--- config.mk ---
export PLATFORM = sky130hd
export DESIGN_NAME = icache_refill
export DESIGN_NICKNAME = d
export VERILOG_FILES = /design/src/hdl/icache_pkg.sv /design/src/hdl/icache_refill.sv
export SDC_FILE = /design/constraint.sdc
export NUM_CORES = 1
export LEC_CHECK = 0
export BUFFER_PORTS_ARGS = -buffer_cell sky130_fd_sc_hd__buf_2
export CAP_MARGIN = 10
export CORE_MARGIN = 2
export CORE_UTILIZATION = 45
export DETAILED_ROUTE_END_ITERATION = 12
export PLACE_DENSITY_LB_ADDON = 0.25
export SLEW_MARGIN = 20
export SYNTH_ARGS = -nofsm -noshare
export SYNTH_HDL_FRONTEND = slang
export SYNTH_SLANG_ARGS = --single-unit
--- constraint.sdc ---
create_clock -name clk_i -period 2.6 [get_ports clk_i]
set_clock_uncertainty 0.05 [all_clocks]
set_input_delay 0.26 -clock clk_i [delete_from_list [all_inputs] [get_ports clk_i]]
set_output_delay 0.26 -clock clk_i [all_outputs]
set_load 0.005 [all_outputs]
--- src/hdl/icache_pkg.sv ---
// Shared widths, default sizes and fetch request and response types; import into cache modules
`default_nettype none

package icache_pkg;

  ////////////////////////////////////////////////////////////
  // Widths and default geometry
  ////////////////////////////////////////////////////////////
  localparam int addr_width             = 32;
  localparam int word_width             = 32;
  localparam int default_sets           = 16;
  localparam int default_words_per_line = 4;
  localparam int default_fifo_depth     = 4;

  typedef logic [addr_width-1:0] addr_t;
  typedef logic [word_width-1:0] word_t;

  // Request operation
  typedef enum logic
  {
    e_fetch = 1'b0,
    e_fence = 1'b1
  } fetch_op_e;

  ////////////////////////////////////////////////////////////
  // Payloads carried by the FIFOs
  ////////////////////////////////////////////////////////////
  typedef struct packed
  {
    fetch_op_e op;
    addr_t     addr;
  } fetch_req_t;

  // Fence responses carry zero data
  typedef struct packed
  {
    word_t data;
    addr_t addr;
    logic  fence;
  } fetch_resp_t;

endpackage

`default_nettype wire

--- src/hdl/icache_refill.sv ---
// AXI4-Lite read master that fetches one cache line word by word for the lookup stage
`timescale 1ns/1ps
`default_nettype none

module icache_refill
  #(parameter int words_per_line_p = icache_pkg::default_words_per_line
    )
  (input  logic                                     clk_i
   , input  logic                                     reset_i
   , input  logic                                     start_i
   , input  icache_pkg::addr_t                        line_addr_i
   , output logic                                     done_o
   , output icache_pkg::word_t [words_per_line_p-1:0] line_o
   , output icache_pkg::addr_t                        m_axi_araddr_o
   , output logic                                     m_axi_arvalid_o
   , input  logic                                     m_axi_arready_i
   , input  icache_pkg::word_t                        m_axi_rdata_i
   , input  logic                                     m_axi_rvalid_i
   , output logic                                     m_axi_rready_o
   );

  import icache_pkg::*;

  localparam int lg_words_lp = (words_per_line_p > 1) ? $clog2(words_per_line_p) : 1;

  typedef enum logic [1:0] {e_idle, e_ar, e_r} state_e;

  state_e                             state_r;
  logic [lg_words_lp-1:0]             cnt_r;
  logic                               done_r;
  addr_t                              addr_r;
  word_t [words_per_line_p-1:0]       line_r;
  logic                               last_word;

  assign last_word       = (cnt_r == lg_words_lp'(words_per_line_p - 1));
  assign m_axi_araddr_o  = addr_r;
  assign m_axi_arvalid_o = (state_r == e_ar);
  assign m_axi_rready_o  = (state_r == e_r);
  assign done_o          = done_r;
  assign line_o          = line_r;

  ////////////////////////////////////////////////////////////
  // One AR, then one R, per word
  ////////////////////////////////////////////////////////////
  always_ff @(posedge clk_i)
  begin
    if (reset_i)
    begin
      state_r <= e_idle;
      cnt_r   <= '0;
      done_r  <= 1'b0;
    end
    else
    begin
      done_r <= 1'b0;
      case (state_r)
        e_idle:
          if (start_i)
          begin
            cnt_r   <= '0;
            state_r <= e_ar;
          end
        e_ar:
          if (m_axi_arready_i)
            state_r <= e_r;
        e_r:
          if (m_axi_rvalid_i)
          begin
            // Done pulses once the full line is in the register
            if (last_word)
            begin
              state_r <= e_idle;
              done_r  <= 1'b1;
            end
            else
            begin
              cnt_r   <= cnt_r + 1'b1;
              state_r <= e_ar;
            end
          end
        default: state_r <= e_idle;
      endcase
    end
  end

  // Address walk and line assembly
  always_ff @(posedge clk_i)
  begin
    if ((state_r == e_idle) & start_i)
      addr_r <= line_addr_i;
    else if ((state_r == e_r) & m_axi_rvalid_i)
      addr_r <= addr_r + addr_t'(4);
    if ((state_r == e_r) & m_axi_rvalid_i)
      line_r[cnt_r] <= m_axi_rdata_i;
  end

endmodule

`default_nettype wire

* Yosys cells after proc, flatten, opt, wreduce, memory -nomap -nowiden
Index checks and enable logic that the tools add are counted. W data, S select, Z words.
Word-level totals: register bits 165, input bits 69, output and inout bits 163, logic and storage cells 45
Operators by class: add/subtract/negate cells 2, order comparisons 2, eq/ne operators 7, muxes and demuxes 15, bitwise operators 4, reductions and logical operators 7
Operators by type and width (count):
- $bwmux W128 | 1
- $mux W32 | 3
- $demux W32 S2 | 1
- $add A32 B3 Y32 const B | 1
- $mux W2 | 6
- $ne A2 B2 Y1 const B | 3
- $pmux W2 S3 | 1
- $eq A2 B2 Y1 const B | 2
- $pmux W2 S2 | 1
- $reduce_and A4 Y1 | 1
- $reduce_bool A2 Y1 | 2
- $lt A2 B3 Y1 const B | 1
- $reduce_and A3 Y1 | 1
- $reduce_or A3 Y1 | 1
- $add A2 B1 Y2 const B | 1
- $and A1 B1 Y1 | 2
- $eq A2 B1 Y1 const B | 1
- $ge A2 B1 Y1 const B | 1
- $logic_not A2 Y1 | 1
- $mux W1 | 2
- $ne A2 B1 Y1 const B | 1
- $not A1 Y1 | 2
- $logic_and A1 B1 Y1 | 1

* Logic depth before layout (Yosys ltp)
word-level depth 5, depth in mapped cells 7, depth with buffers taken out 6

* Worst setup path before layout
OpenSTA, ideal clock, no wires.
path type register -> register, start reg state_r[1], end reg line_r, in the netlist line_o[100], enable pin, setup time 0.393 ns, arrival 1.778 ns, data required time 2.157 ns, path slack 0.380 ns, cell stages (with the launch flop) 5, path buffers 2, period minus slack after synthesis 2.220 ns, cell sequence dfxtp_1 -> clkbuf_1 -> nor2b_1 -> clkbuf_1 -> and3_1
On the way: cells in the longest elaborated chain, start to end 2
Ends and longest elaborated chain:
- start: declaration | line icache_refill.sv:28 | state_e state_r;
- start signal: assignment | line icache_refill.sv:49 | state_r <= e_idle;
- start signal: assignment | line icache_refill.sv:61 | state_r <= e_ar;
- start signal: assignment | line icache_refill.sv:65 | state_r <= e_r;
- $eq A2 B2 Y1
- net m_axi_rready_o | line icache_refill.sv:19 | , output logic m_axi_rready_o
- $and A1 B1 Y1 | line icache_refill.sv:93 | if ((state_r == e_r) & m_axi_rvalid_i)
- end signal: indexed assignment | line icache_refill.sv:94 | line_r[cnt_r] <= m_axi_rdata_i;
- end: declaration | line icache_refill.sv:32 | word_t [words_per_line_p-1:0] line_r;
The timed path passes the listed nets, and every way through them passes these cells. A chain may end at the register's enable or synchronous reset.

* Worst setup path after layout
start reg addr_r[2], in the netlist m_axi_araddr_o[2], end reg addr_r[30], in the netlist m_axi_araddr_o[30], data pin
On the way: cells in the longest elaborated chain, start to end 3
Ends and longest elaborated chain:
- start: declaration | line icache_refill.sv:31 | addr_t addr_r;
- start signal: assignment | line icache_refill.sv:90 | addr_r <= line_addr_i;
- start signal: assignment | line icache_refill.sv:92 | addr_r <= addr_r + addr_t'(4);
- $add A32 B3 Y32 | line icache_refill.sv:92
- $mux W32 | line icache_refill.sv:91 | else if ((state_r == e_r) & m_axi_rvalid_i)
- $mux W32 | line icache_refill.sv:89 | if ((state_r == e_idle) & start_i)
Every way passes these cells. The select of a mux whose other input is x is not followed.

==> results_dict.tcl <==
set metrics [dict create \
    route.top_layer_used "met4" \
    vias_per_cell 4.84 \
    largest_family_of_logic_cells_by_synthesized_area "simple AND/OR/NAND/NOR gates" \
    cellPowerDensity_nw_per_um2 736 \
    cap_viol_max_count 0 \
    yosysTopAreaCellShare 0.802 \
    synth_edf_count 160 \
    floorplan.die_area_um2 14300 \
    drc_violations_left 0 \
    post_route_setup_tns_ps 0 \
    post_dp_cell_area_um2 7420 \
    rows 42 \
    synth_commonest_cells "160 x sky130_fd_sc_hd__edfxtp_1, 40 x sky130_fd_sc_hd__nand2_1, 24 x sky130_fd_sc_hd__o21ai_1" \
    hp-class "in2reg" \
    wire_length_of_the_first_global_routing_pass_mm 19.9 \
    synthFlopType "sky130_fd_sc_hd__edfxtp_1" \
    clock_tree_from_tritoncts "done" \
    syn2layout_area_growth_pct 36.8 \
    syn_avg_cell_area_um2 17.0 \
    period_needed_ps 2070 \
    pre_cts_ws_ps 553 \
    num_vias 3902 \
    antenna_found_initial 0 \
    clkSlewWorstSetupHoldPaths_ps 60 \
    grt_start_max_net_pins 53 \
    port_buffers 231 \
    finalCritPeriodShare 0.797 \
    timing_max_transition_violations_final 0 \
    grt.total_usage 0.188 \
    place.gp.congestion 0.811 \
    final-instance-count-excl-fill 806 \
    num_io_pins 232 \
    timing.final.hold_violations 0 \
    crit_type "reg2reg" \
    final_cell_area_um2 8200 \
    n_antenna_cell 0 \
    drive_above_1_share 0.448 \
    critical_path_start_type "flip-flop" \
    worst_slew_pin_slew_ps 816 \
    setup_viol 0 \
    initial_utilization 0.456 \
    synth-compound-area-share 0.0292 \
    layout_setup_ws_ps 528 \
    total_number_of_clock_tree_sinks 165 \
    cts_setup_buffers 0 \
    wl_met1_mm 5.36 \
    synth_top_cell_by_area "sky130_fd_sc_hd__edfxtp_1" \
    peakVddDrop_v 0.000348 \
    cts_htree_levels 4 \
    synth_nets 426 \
    syn_area_um2 5990 \
    die_w_um 119 \
    async_reset_ff_frac 0 \
    wl_met2_mm 6.81 \
    grt.overflow.total 0 \
    number_of_cts_inserted_buffers 17 \
    muxShareOfSynthArea 0.00167 \
    grt_pass1_vias 3753 \
    antenna_left 0 \
    num-nets-final 691 \
    clock_tree.buffer_depth 2 \
    timing.max_slew.rel_slack 0.455 \
    synth_area_leaders "sky130_fd_sc_hd__edfxtp_1 80%, sky130_fd_sc_hd__xor2_1 2.8%, sky130_fd_sc_hd__nand2_1 2.5%, sky130_fd_sc_hd__o21ai_1 2.0%, sky130_fd_sc_hd__dfxtp_1 1.7%" \
    synthesis.instances 352 \
    core_area_um2 13100 \
    endpoint_kind "flip-flop" \
    timing.critical_path.required_ps 2720 \
    post_synth_fa_ha_maj_area_fraction 0.0104 \
    yosysMostFrequentCell "sky130_fd_sc_hd__edfxtp_1" \
    synth-xor-area-share 0.0409 \
    yosys_warnings 0 \
    synthSimpleGateAreaFrac 0.0883 \
    placedCellCount 758 \
    static-leakage-power_uw 0.00321 \
    dieHeight_um 119 \
    synth.yosys.seq_area_share 0.819 \
    hpwlAfterDp_mm 9.31 \
    root_buffer "sky130_fd_sc_hd__clkbuf_16" \
    path_max_fanout 7 \
    post_synthesis_cell_type_count 27 \
    met3_length_um 933 \
    worstSkewPairLatency_ps 420 \
    detail_route.wirelength_mm 13.3 \
    yosys_register_bits 165 \
    initialDrtViolationCount 190 \
    critPathArrivalTime_ps 2190 \
    drt_pre_antenna_iters 5 \
    post_drt_wl_per_cell_um 16.5 \
    run_status "finished, final reports clean" \
    grt_setup_unrepaired "no" \
    clock.fmax_mhz 483 \
]
path summary, 6_finish.rpt:
check	start	to	slack, ps	cells after the start
worst min-delay path	m_axi_rdata_i[30]	line_o[94]	20	1
worst max register to register	m_axi_araddr_o[2]	m_axi_araddr_o[30]	530	6
worst min register to register	cnt_r[1]	cnt_r[1]	480	2
worst max-delay path	m_axi_araddr_o[2]	m_axi_araddr_o[30]	530	6
state kept, by name (all words and copies together), names as in the netlist:
signal          cells
line_o            128
done_o              1
cnt_r               2
state_r             2
m_axi_araddr_o     32
worst max-delay path, cell delays in order, from the launching register on:
cell	delay (ps)
sky130_fd_sc_hd__edfxtp_1	410
sky130_fd_sc_hd__ha_1	240
sky130_fd_sc_hd__nand4_2	190
sky130_fd_sc_hd__nor4_4	490
sky130_fd_sc_hd__nand4_1	170
sky130_fd_sc_hd__xor2_1	190
sky130_fd_sc_hd__a21oi_1	80
cells in the final DEF (no fill, tap or decap), types with 6 or more instances in the layout:
cell type                       instances
sky130_fd_sc_hd__clkbuf_16             17
sky130_fd_sc_hd__xor2_1                19
sky130_fd_sc_hd__a21oi_1                8
sky130_fd_sc_hd__edfxtp_1             160
sky130_fd_sc_hd__buf_2                231
sky130_fd_sc_hd__buf_4                  6
sky130_fd_sc_hd__nand3_1               12
sky130_fd_sc_hd__nand4_1               11
sky130_fd_sc_hd__dlygate4sd3_1         16
sky130_fd_sc_hd__inv_1                  6
sky130_fd_sc_hd__nand2_1               40
sky130_fd_sc_hd__xnor2_1                9
sky130_fd_sc_hd__o21ai_1               24
sky130_fd_sc_hd__nor2_1                15
area by class of cell:
cell class,count,area (um^2)
clock buffers,17,425
clock inverters,15,193
fillers,1017,4940
inverters,7,26.3
multi-input cells,171,1030
flip-flops and latches,165,4900
well taps,176,220
repair buffers,255,1400
where the power goes:
part	switching (uW)	internal, uW
Sequential	80.7	3020
Clock	1030	1530
Combinational	198	171
per-layer routing:
metal	vias up	track usage
met5	-	0
met1	1862	0.224
li1	1847	-
met3	19	0.0546
met4	0	0.0735
met2	174	0.324
through the flow:
stage | hold WS [ps] | util | power (uW)
4_1_cts | 1.75 | 0.624 | 6070
2_1_floorplan | 279 | - | 3310
3_5_place_dp | 426 | 0.565 | 3500
5_1_grt | 1.48 | 0.624 | 6250
3_3_place_gp | 420 | 0.565 | 3490
6_report | 18.0 | 0.624 | 6030
logic make-up after synthesis:
logic type / after synthesis
flops: 165
fa+ha+maj: 5
mux: 1
xor+xnor: 28
buf+inv: 16
compound gates: 35
simple gates: 102
what timing repair did:
item | 4_1_cts | 5_1_grt
endpoints found under the hold margin | 60 | 0
resized for setup | 0 | 0
endpoints found under the setup margin | 0 | 0
hold buffers | 16 | 0
(Power assumes the default switching activity.)
