File: src/hdl/fetch_fifo.sv
// Synchronous valid/ready FIFO with a type-parameter payload; one instance per request or response stream
`timescale 1ns/1ps
`default_nettype none

module fetch_fifo
  #(parameter type payload_t = logic [31:0]
    , parameter int depth_p  = 4
    )
  (input  logic     clk_i
   , input  logic     reset_i
   , input  logic     push_valid_i
   , input  payload_t push_data_i
   , output logic     push_ready_o
   , output logic     pop_valid_o
   , output payload_t pop_data_o
   , input  logic     pop_ready_i
   );

  localparam int lg_depth_lp  = (depth_p > 1) ? $clog2(depth_p) : 1;
  localparam int cnt_width_lp = $clog2(depth_p + 1);

  logic [lg_depth_lp-1:0]  rd_ptr_r;
  logic [lg_depth_lp-1:0]  wr_ptr_r;
  logic [cnt_width_lp-1:0] count_r;
  payload_t                mem_r [depth_p];
  logic                    push;
  logic                    pop;

  // Pointer wrap at the last entry
  function automatic logic [lg_depth_lp-1:0] next_ptr(input logic [lg_depth_lp-1:0] ptr);
    if (ptr == lg_depth_lp'(depth_p - 1))
      return '0;
    return ptr + 1'b1;
  endfunction

  assign push_ready_o = (count_r != cnt_width_lp'(depth_p));
  assign pop_valid_o  = (count_r != '0);
  assign pop_data_o   = mem_r[rd_ptr_r];
  assign push         = push_valid_i & push_ready_o;
  assign pop          = pop_valid_o & pop_ready_i;

  always_ff @(posedge clk_i)
  begin
    if (reset_i)
    begin
      rd_ptr_r <= '0;
      wr_ptr_r <= '0;
      count_r  <= '0;
    end
    else
    begin
      if (push)
        wr_ptr_r <= next_ptr(wr_ptr_r);
      if (pop)
        rd_ptr_r <= next_ptr(rd_ptr_r);
      // Simultaneous push and pop leaves the count alone
      if (push & ~pop)
        count_r <= count_r + 1'b1;
      else if (pop & ~push)
        count_r <= count_r - 1'b1;
    end
  end

  // Storage
  always_ff @(posedge clk_i)
  begin
    if (push)
      mem_r[wr_ptr_r] <= push_data_i;
  end

endmodule

`default_nettype wire

File: config.mk
export PLATFORM = sky130hd
export DESIGN_NAME = fetch_fifo
export DESIGN_NICKNAME = d
export VERILOG_FILES = /design/src/hdl/fetch_fifo.sv
export SDC_FILE = /design/constraint.sdc
export NUM_CORES = 1
export LEC_CHECK = 0
export ABC_AREA = 1
export BUFFER_PORTS_ARGS = -buffer_cell sky130_fd_sc_hd__buf_2
export CORE_MARGIN = 2
export CORE_UTILIZATION = 55
export DETAILED_ROUTE_END_ITERATION = 7
export GPL_TIMING_DRIVEN = 0
export MAX_ROUTING_LAYER = met4
export PLACE_DENSITY_LB_ADDON = 0.25
export SYNTH_ARGS = -nofsm -noshare
export SYNTH_HDL_FRONTEND = slang
export SYNTH_SLANG_ARGS = --single-unit
File: constraint.sdc
create_clock -name clk_i -period 2.7 [get_ports clk_i]
set_input_delay 0.27 -clock clk_i [delete_from_list [all_inputs] [get_ports clk_i]]
set_output_delay 0.27 -clock clk_i [all_outputs]
set_load 0.005 [all_outputs]
# Yosys cells after proc, flatten, opt, wreduce, memory -nomap -nowiden

Memories as Yosys holds them, arrays and structs flattened. A register that Yosys moved wholly into a read port is not among the register bits.
Cells that the tools add are included.

Flip-flop bits (word level): 7
Memory bits (writable): 128
Input port bits: 36
Output and inout port bits: 34
Logic and storage cells: 35
Memories: 1

Memory list:

| memory | depth | width | read ports | clocked after Yosys merged registers in | wr ports | line | text |
|---|---|---|---|---|---|---|---|
| mem_r  | 4     | 32    | 1          | 1                                       | 1        | 25   | `payload_t mem_r [depth_p];` |

$add $sub $neg: 4
Eq/ne operators: 3
Mux-type cells: 16
Bitwise operators: 6
Reduce and logical (&&, ||, !) cells: 2

Operators with widths:

| operator              | count |
|---|---|
| $mux W2               | 6 |
| $mux W1               | 8 |
| $mux W3               | 2 |
| $add A2 B1 Y2 const B | 2 |
| $and A1 B1 Y1         | 4 |
| $eq A2 B2 Y1 const B  | 2 |
| $add A3 B1 Y3 const B | 1 |
| $ne A3 B3 Y1 const B  | 1 |
| $reduce_bool A3 Y1    | 1 |
| $sub A3 B1 Y3 const B | 1 |
| $not A1 Y1            | 2 |
| $reduce_bool A2 Y1    | 1 |

# Logic depth before layout (Yosys ltp)

Gate-level depths: netlist of run 1.

Depth after elaboration: 7
Gate-level depth with buffers: 13
Gate-level depth less buffers: 13

# Worst setup path before layout of run 1

No wires, ideal clock.

Path type: register to register
Start point: register count_r[0]
End point: memory mem_r[0][0] (netlist bit) (enable)
Setup time: 0.421 ns
Arrival: 2.084 ns
Data required time: 2.279 ns
Path slack: 0.195 ns
Cell stages (with the launch flop): 5
Path buffers: 0
Clock period less this slack: 2.505 ns
Cell sequence: dfxtp_1 > nor2_1 > nand2_1 > nand2_1 > nor2_1

Cells in the longest elaborated chain, start to end: 4

Ends and longest elaborated chain:

| element                       | line | text |
|---|---|---|
| start, declared               | 24   | `logic [cnt_width_lp-1:0] count_r;` |
| start signal, assigned        | 58   | `count_r <= count_r + 1'b1;` |
| start signal, assigned        | 60   | `count_r <= count_r - 1'b1;` |
| $ne A3 B3 Y1                  | 36   | `assign push_ready_o = (count_r != cnt_width_lp'(depth_p));` |
| named net push_ready_o        | 13   | `, output logic push_ready_o` |
| $and A1 B1 Y1                 | 39   | `assign push = push_valid_i & push_ready_o;` |
| $mux W1                       | 67   | `if (push)` |
| $mux W1 (not written as such) | 68   | `mem_r[wr_ptr_r] <= push_data_i;` |
| end, declared                 | 25   |  |

The timed path passes the listed nets, and every way through them passes these cells.

# Worst setup path after layout of run 1

Start point: register count_r[1]
End point: register count_r[1]

Cells in the longest elaborated chain, start to end: 5
Elaborated cells between the ends (all ways): 13
Classes of those cells: add/sub: 2; eq/ne: 1; mux: 2; bitwise: 6; reduce/logical: 2

Ends and longest elaborated chain:

| element                      | line | text |
|---|---|---|
| $ne A3 B3 Y1 *               | 36   |  |
| $and A1 B1 Y1 *              | 39   |  |
| named net push               | 26   | `logic push;` |
| $not A1 Y1                   | 59   | `else if (pop & ~push)` |
| $and A1 B1 Y1                | 59   |  |
| $reduce_bool A2 Y1 (no line) | n/a  |  |

Mark *: on every way through the listed nets, which the timed path passes. The rest lies on a longest branch. The select of a mux whose other input is x is not followed.
A chain may end at the register's enable or synchronous reset.

==> results.py, run 1 <==
metrics = {
    "yosys": {
        "synth_top_area_share_pct": 72.9,
        "synth_cell_type_count": 21,
        "netlist_area_mm2": 0.00527,
        "synthesis.nets": 421,
        "netlist_instances": 378,
        "ys.warnings.count": 0,
        "synth-seq-cells": 137,
        "netlist_top_cells_area": "edfxtp_1 73%, nor2_1 5.6%, o22ai_1 3.8%",
        "synth_top_area_cell": "edfxtp_1",
        "ys_seq_area_share_pct": 76.3,
        "synth.avg_cell_area_um2": 14.0,
    },
    "placed_design": {
        "dp.cells": 580,
        "detailed_place.area_mm2": 0.00592,
        "place.port_buffers": 69,
        "place_congestion": 0.745,
        "hpwl_um": 6360,
    },
    "grt": {
        "grt_max_degree": 19,
        "grt_pass1_wl_um": 17100,
        "grt_antenna_before_repair": 0,
        "grt_usage_pct": 23.2,
        "gr-total-overflow": 0,
        "grt_pass1_vias": 3437,
    },
    "drt": {
        "postRouteAntennaNets": 0,
        "drt_wl_total_um": 10900,
        "drt-initial-drc-count": 218,
        "route.detailed.drc": 0,
        "wire_per_inst_um": 17.0,
        "via_count": 3455,
        "vias_per_cell": 5.36,
        "first_pass_iters": 5,
    },
    "cts": {
        "clockBufferDepth": 2,
        "postCtsResizedCells": 0,
        "cts_tree": "yes",
        "htreeDepth": 4,
        "clk_latency_ns": 0.51,
        "numCtsBuffers": 17,
        "clock_sinks": 137,
        "cts_setup_buffers": 0,
        "cts-root-buf": "clkbuf_8",
        "clk_pin_slew_ns": 0.06,
    },
    "floorplanning": {
        "row_count": 35,
        "die_h_um": 102,
        "die_w_um": 102,
        "start_util_pct": 56.8,
        "dieArea_mm2": 0.0104,
        "num_io_pins": 70,
        "coreArea_mm2": 0.00928,
    },
    "critical_path": {
        "crit_type": "reg -> reg",
        "crit_arrival_ns": 2.57,
        "crit_required_ns": 3.10,
        "critical_path.endpoint_type": "register",
        "cp_max_fo": 6,
        "critPathLaunchType": "register",
    },
    "timing": {
        "setup_tns_ns": 0,
        "hold_violations": 0,
        "fin_crit_ns": 2.17,
        "setup_viol": 0,
        "fin_skew_ns": 0.0123,
        "tightestPinTransition_ns": 0.615,
        "max_slew_margin_pct": 58.9,
        "fmax_mhz": 461,
        "min_period_over_period_pct": 80.4,
        "slew_violations": 0,
        "grt_setup_unrepaired": "no",
    },
    "power_and_ir_drop": {
        "p_leak_nw": 2.56,
        "power_mw": 6.87,
        "p_per_area_mw_per_mm2": 1000,
        "ir_drop_mv": 0.561,
    },
    "finish": {
        "num-nets-final": 546,
        "finalNonFillerCells": 645,
        "diodes": 0,
        "drive_gt1_share_pct": 24.8,
        "area_growth_pct": 30.2,
        "finish.instance_area_mm2": 0.00686,
        "fin_util_pct": 73.9,
    },
    "worst_hold_path": {
        "hold_class": "in -> reg",
    },
    "outcome": {
        "outcome": "complete, no violations",
    },
    "flow_run": {
        "max-cap-violations": 0,
    },
}
-- placed cells by master, fill, tap and decap left out, types with 3 or more instances in the layout --
cell,instances
bufinv_16,4
dfxtp_1,9
dlygate4sd3_1,33
inv_6,3
buf_6,9
clkbuf_16,16
buf_4,3
inv_1,14
clkinv_2,3
nor2_1,75
ha_1,6
buf_16,4
o21ai_1,28
edfxtp_1,128
clkinv_4,3
o21ai_0,37
o22ai_1,32
nand2_1,14
a21oi_1,3
buf_2,75
nor2_4,4
-- report_power, final --
group / internal [mW] / leakage [nW] / switching (mW)
Sequential: 2.60 / 1.25 / 0.0844
Clock: 1.51 / 0.300 / 0.856
Combinational: 0.746 / 1.01 / 1.08
Total: 4.85 / 2.56 / 2.02
-- worst max-delay path: stages, from the launching register on --
cell,delay [ns]
dfxtp_1,0.33
nor2_1,0.16
nand2_1,0.16
nand2_1,0.36
inv_1,0.09
ha_1,0.23
inv_1,0.09
fa_1,0.40
o21ai_0,0.18
nor2_1,0.06
-- through the flow --
step                      setup slack, ns  hold slack, ns
after CTS                           0.510          0.0611
after global placement             -0.918           0.442
final                               0.530          0.0691
after floorplan                     0.195           0.342
after global routing                0.281          0.0762
after detailed placement            0.532           0.451
-- final cells by class --
type	count	area [µm²]
plain buffers	19	158
clock buffers	18	418
repair buffers	106	786
multi-input cells	206	1050
fillers	633	2420
clock inverters	14	195
flip-flops and latches	137	4020
well taps	129	161
inverters	16	67.6
-- cells in the mapped netlist --
master / instances
clkbuf_1: 1
ha_1: 6
o21ai_0: 37
buf_6: 9
o22ai_1: 32
buf_4: 3
xor2_1: 1
inv_2: 1
a21oi_1: 3
o21ai_1: 28
dfxtp_1: 9
nand3b_1: 2
fa_1: 1
inv_8: 1
nand2_1: 14
buf_2: 6
nand3_1: 2
inv_1: 14
edfxtp_1: 128
nand4_1: 1
nor2_1: 79
-- flip-flops by register name, indices dropped and copies added, names as in the netlist, named ones only --
register  count
mem_r       128
wr_ptr_r      2
rd_ptr_r      2
count_r       3
-- final timing paths --
| check | from | end | slack (ns) | depth (start not counted) |
|---|---|---|---|---|
| setup / recovery | count_r[1] | count_r[1] | 0.53 | 9 |
| setup reg to reg | count_r[1] | count_r[1] | 0.53 | 9 |
| hold reg to reg | wr_ptr_r[0] | wr_ptr_r[0] | 0.54 | 2 |
| hold / removal | push_valid_i | wr_ptr_r[0] | 0.07 | 3 |
-- cells by family (layout without fill, tap and decap cells) --
| kind of cell | Yosys count | count (layout) | synth area share, % |
|---|---|---|---|
| buffers and inverters | 35 | 173 | 4.27 |
| and+or+nand+nor | 98 | 98 | 7.21 |
| AOI/OAI and AO/OA | 100 | 100 | 10.2 |
| adders and majority gates | 7 | 7 | 1.80 |
| xor gates and xnor gates | 1 | 1 | 0.166 |
| DFF | 137 | 137 | 76.3 |
-- routing by layer --
layer	track usage, %	wire length [µm]	up-vias
li1	-	-	1645
met1	27.8	4420	1655
met2	39.0	5710	146
met3	6.02	732	9
met4	6.67	85	0
met5	-	0	-
-- what timing repair did --
item	in CTS	in global routing
hold buffers	33	0
hold endpoints to repair	129	0
setup endpoints to repair	0	0
Note: power is estimated with default switching activity, not from simulation.
==> run 2: changes to the inputs <==
- ABC_AREA: 1 -> 0
- clock period: 2.7 -> 2 ns (I/O delays scaled with it)
==> results.py, run 2 <==
metrics = {
    "cts": {
        "clk_latency_ns": 0.52,
        "htreeDepth": 4,
        "cts-root-buf": "clkbuf_8",
        "clockBufferDepth": 2,
        "numCtsBuffers": 17,
        "clk_pin_slew_ns": 0.06,
        "cts_tree": "yes",
        "clock_sinks": 137,
    },
    "finish": {
        "regMostFlops": "mem_r",
        "top_regs": "mem_r x128, count_r x3",
        "diodes": 0,
        "finalNonFillerCells": 461,
        "area_growth_pct": 30.0,
        "fill_cells": 557,
        "drive_gt1_share_pct": 45.1,
        "layout_commonest_cell": "edfxtp_1",
        "final_cell_mix": "128 x edfxtp_1, 70 x buf_2, 33 x dlygate4sd3_1",
        "largest_reg_flops": 128,
        "num-nets-final": 380,
        "finish.instance_area_mm2": 0.00661,
    },
    "drt": {
        "first_pass_iters": 5,
        "via_count": 2465,
        "wire_per_inst_um": 19.2,
        "route.detailed.drc": 0,
        "postRouteAntennaNets": 0,
        "drt_wl_total_um": 8830,
        "vias_per_cell": 5.35,
        "drt-initial-drc-count": 87,
    },
    "timing": {
        "tightestPinTransition_ns": 0.879,
        "setup_tns_ns": -0.0412,
        "min_period_over_period_pct": 101,
        "fin_crit_ns": 2.02,
        "fin_hold_ws_ns": 0.0581,
        "fin_skew_ns": 0.0102,
        "setup_viol": 6,
        "hold_violations": 0,
        "slew_violations": 0,
        "max_slew_margin_pct": 41.4,
        "fin_ws_ns": -0.0177,
        "grt_setup_unrepaired": "yes",
        "fmax_mhz": 496,
    },
    "placed_design": {
        "place_congestion": 0.735,
        "dp.cells": 394,
        "detailed_place.area_mm2": 0.00561,
        "hpwl_um": 4840,
        "place.port_buffers": 68,
    },
    "yosys": {
        "netlist_top_cells_area": "edfxtp_1 76%, mux4_2 14%, dfxtp_1 3.5%",
        "async_flop_share_pct": 0,
        "netlist_instances": 215,
        "synth_top_area_cell": "edfxtp_1",
        "synth_cell_type_count": 27,
        "synthesis.nets": 258,
        "netlist_area_mm2": 0.00508,
        "ys_seq_area_share_pct": 79.1,
        "synth.avg_cell_area_um2": 23.7,
        "synth_top_area_share_pct": 75.6,
        "synth-seq-cells": 137,
        "synth_common_cells": "128 x edfxtp_1, 32 x mux4_2, 9 x dfxtp_1",
        "synth_edf_count": 128,
        "ys.warnings.count": 0,
        "ys.flop_type": "edfxtp_1",
        "synthMostInstantiatedCell": "edfxtp_1",
    },
    "power_and_ir_drop": {
        "p_leak_nw": 2.33,
        "p_per_area_mw_per_mm2": 1270,
        "ir_drop_mv": 0.851,
    },
    "floorplanning": {
        "num_io_pins": 70,
        "dieArea_mm2": 0.0100,
        "die_h_um": 100,
        "die_w_um": 100,
        "start_util_pct": 55.8,
        "coreArea_mm2": 0.00911,
        "row_count": 35,
    },
    "critical_path": {
        "crit_type": "reg -> out",
        "cpMaxStageDelayCell": "mux4_2",
        "cp_num_buf_inv": 3,
        "critical_path.endpoint_type": "output port",
        "r2r_start": "count_r[2]",
        "critPathLaunchType": "register",
        "crit_chain": "buf_8, buf_12, mux4_2, buf_2",
        "critPathTopFamily": "multiplexers",
        "r2r_setup_slack_ns": 0.04,
        "crit_arrival_ns": 1.82,
        "crit_required_ns": 1.80,
        "cp_max_fo": 10,
        "worst_path_largest_cell_delay_ns": 0.52,
    },
    "grt": {
        "grt_antenna_before_repair": 0,
        "grt_usage_pct": 19.9,
        "grt_pass1_wl_um": 13700,
        "grt_max_degree": 33,
        "grt_pass1_vias": 2621,
        "gr-total-overflow": 0,
    },
    "worst_hold_path": {
        "hp-start": "reset_i",
        "hold_class": "in -> reg",
    },
    "outcome": {
        "outcome": "complete, but fails checks",
        "violations": "setup timing",
    },
    "flow_run": {
        "max-cap-violations": 0,
    },
}
-- run 2: cell types whose count changed in the layout (fill, tap and decap cells not counted), sizes merged, moves of 2 or more --
| cell | previous run | this run |
|---|---|---|
| o22ai | 32 | 0 |
| or3 | 0 | 3 |
| nand2b | 0 | 2 |
| inv | 19 | 6 |
| buf | 91 | 78 |
| nand3b | 2 | 0 |
| o31ai | 0 | 2 |
| nand2 | 14 | 1 |
| and3 | 0 | 4 |
| nor2 | 79 | 3 |
| mux4 | 0 | 32 |
| mux2i | 0 | 3 |
| o21ai | 65 | 1 |
-- run 2: cell type report --
cell class | instances | area [µm²] | area share [%]
plain buffers | 8 | 93.8 | 1.42
well taps | 111 | 139 | 2.10
clock inverters | 15 | 175 | 2.65
inverters | 3 | 11.3 | 0.170
flip-flops and latches | 137 | 4040 | 61.0
clock buffers | 17 | 414 | 6.26
repair buffers | 104 | 699 | 10.6
multi-input cells | 66 | 1040 | 15.8
-- run 2: routing by layer --
metal	global-route usage, %	vias to the layer above	part of all wire [%]	routed length (µm)
met5	-	-	0	0
met4	9.17	0	1.7	146
met3	4.87	17	3.9	345
met2	30.8	70	51	4480
met1	25.4	1232	44	3860
li1	-	1146	-	-
-- run 2: what timing repair did --
| item | CTS | global route |
|---|---|---|
| resized for setup | 18 | 3 |
| hold endpoints to repair | 129 | 0 |
| endpoints found under the setup margin | 32 | 32 |
| hold buffers | 33 | 0 |
| buffers inserted | 0 | 3 |
| pin swaps | 0 | 3 |
-- run 2: power by group --
group,total (mW),internal (mW),leakage [nW],switching (mW)
logic,1.70,0.936,0.793,0.759
clock network,3.07,1.90,0.284,1.17
registers,3.64,3.51,1.25,0.133
total,8.40,6.34,2.33,2.06
-- run 2: cells by family after synthesis --
group	count (synthesis)	share of synthesized area [%]
flops	137	79.1
fa+ha+maj	7	1.87
xor+xnor	2	0.345
buf+inv	12	1.11
compound gates	5	0.689
simple gates	17	2.09
mux	35	14.8
-- run 2: path summary, 6_finish.rpt --
kind                          to  cells after the start
hold / removal        count_r[0]                      2
setup reg to reg      count_r[2]                      8
hold reg to reg         register                      2
setup / recovery  pop_data_o[12]                      4
-- run 2: per-stage QoR --
stage          total power, mW  setup WS [ns]  util [%]
2_1_floorplan             4.66         0.0408         -
3_3_place_gp              5.19        -0.0219      61.5
3_5_place_dp              5.22        -0.0296      61.5
4_1_cts                   8.41        -0.0301      72.2
5_1_grt                   8.75        -0.0741      72.6
6_report                  8.40        -0.0177      72.6
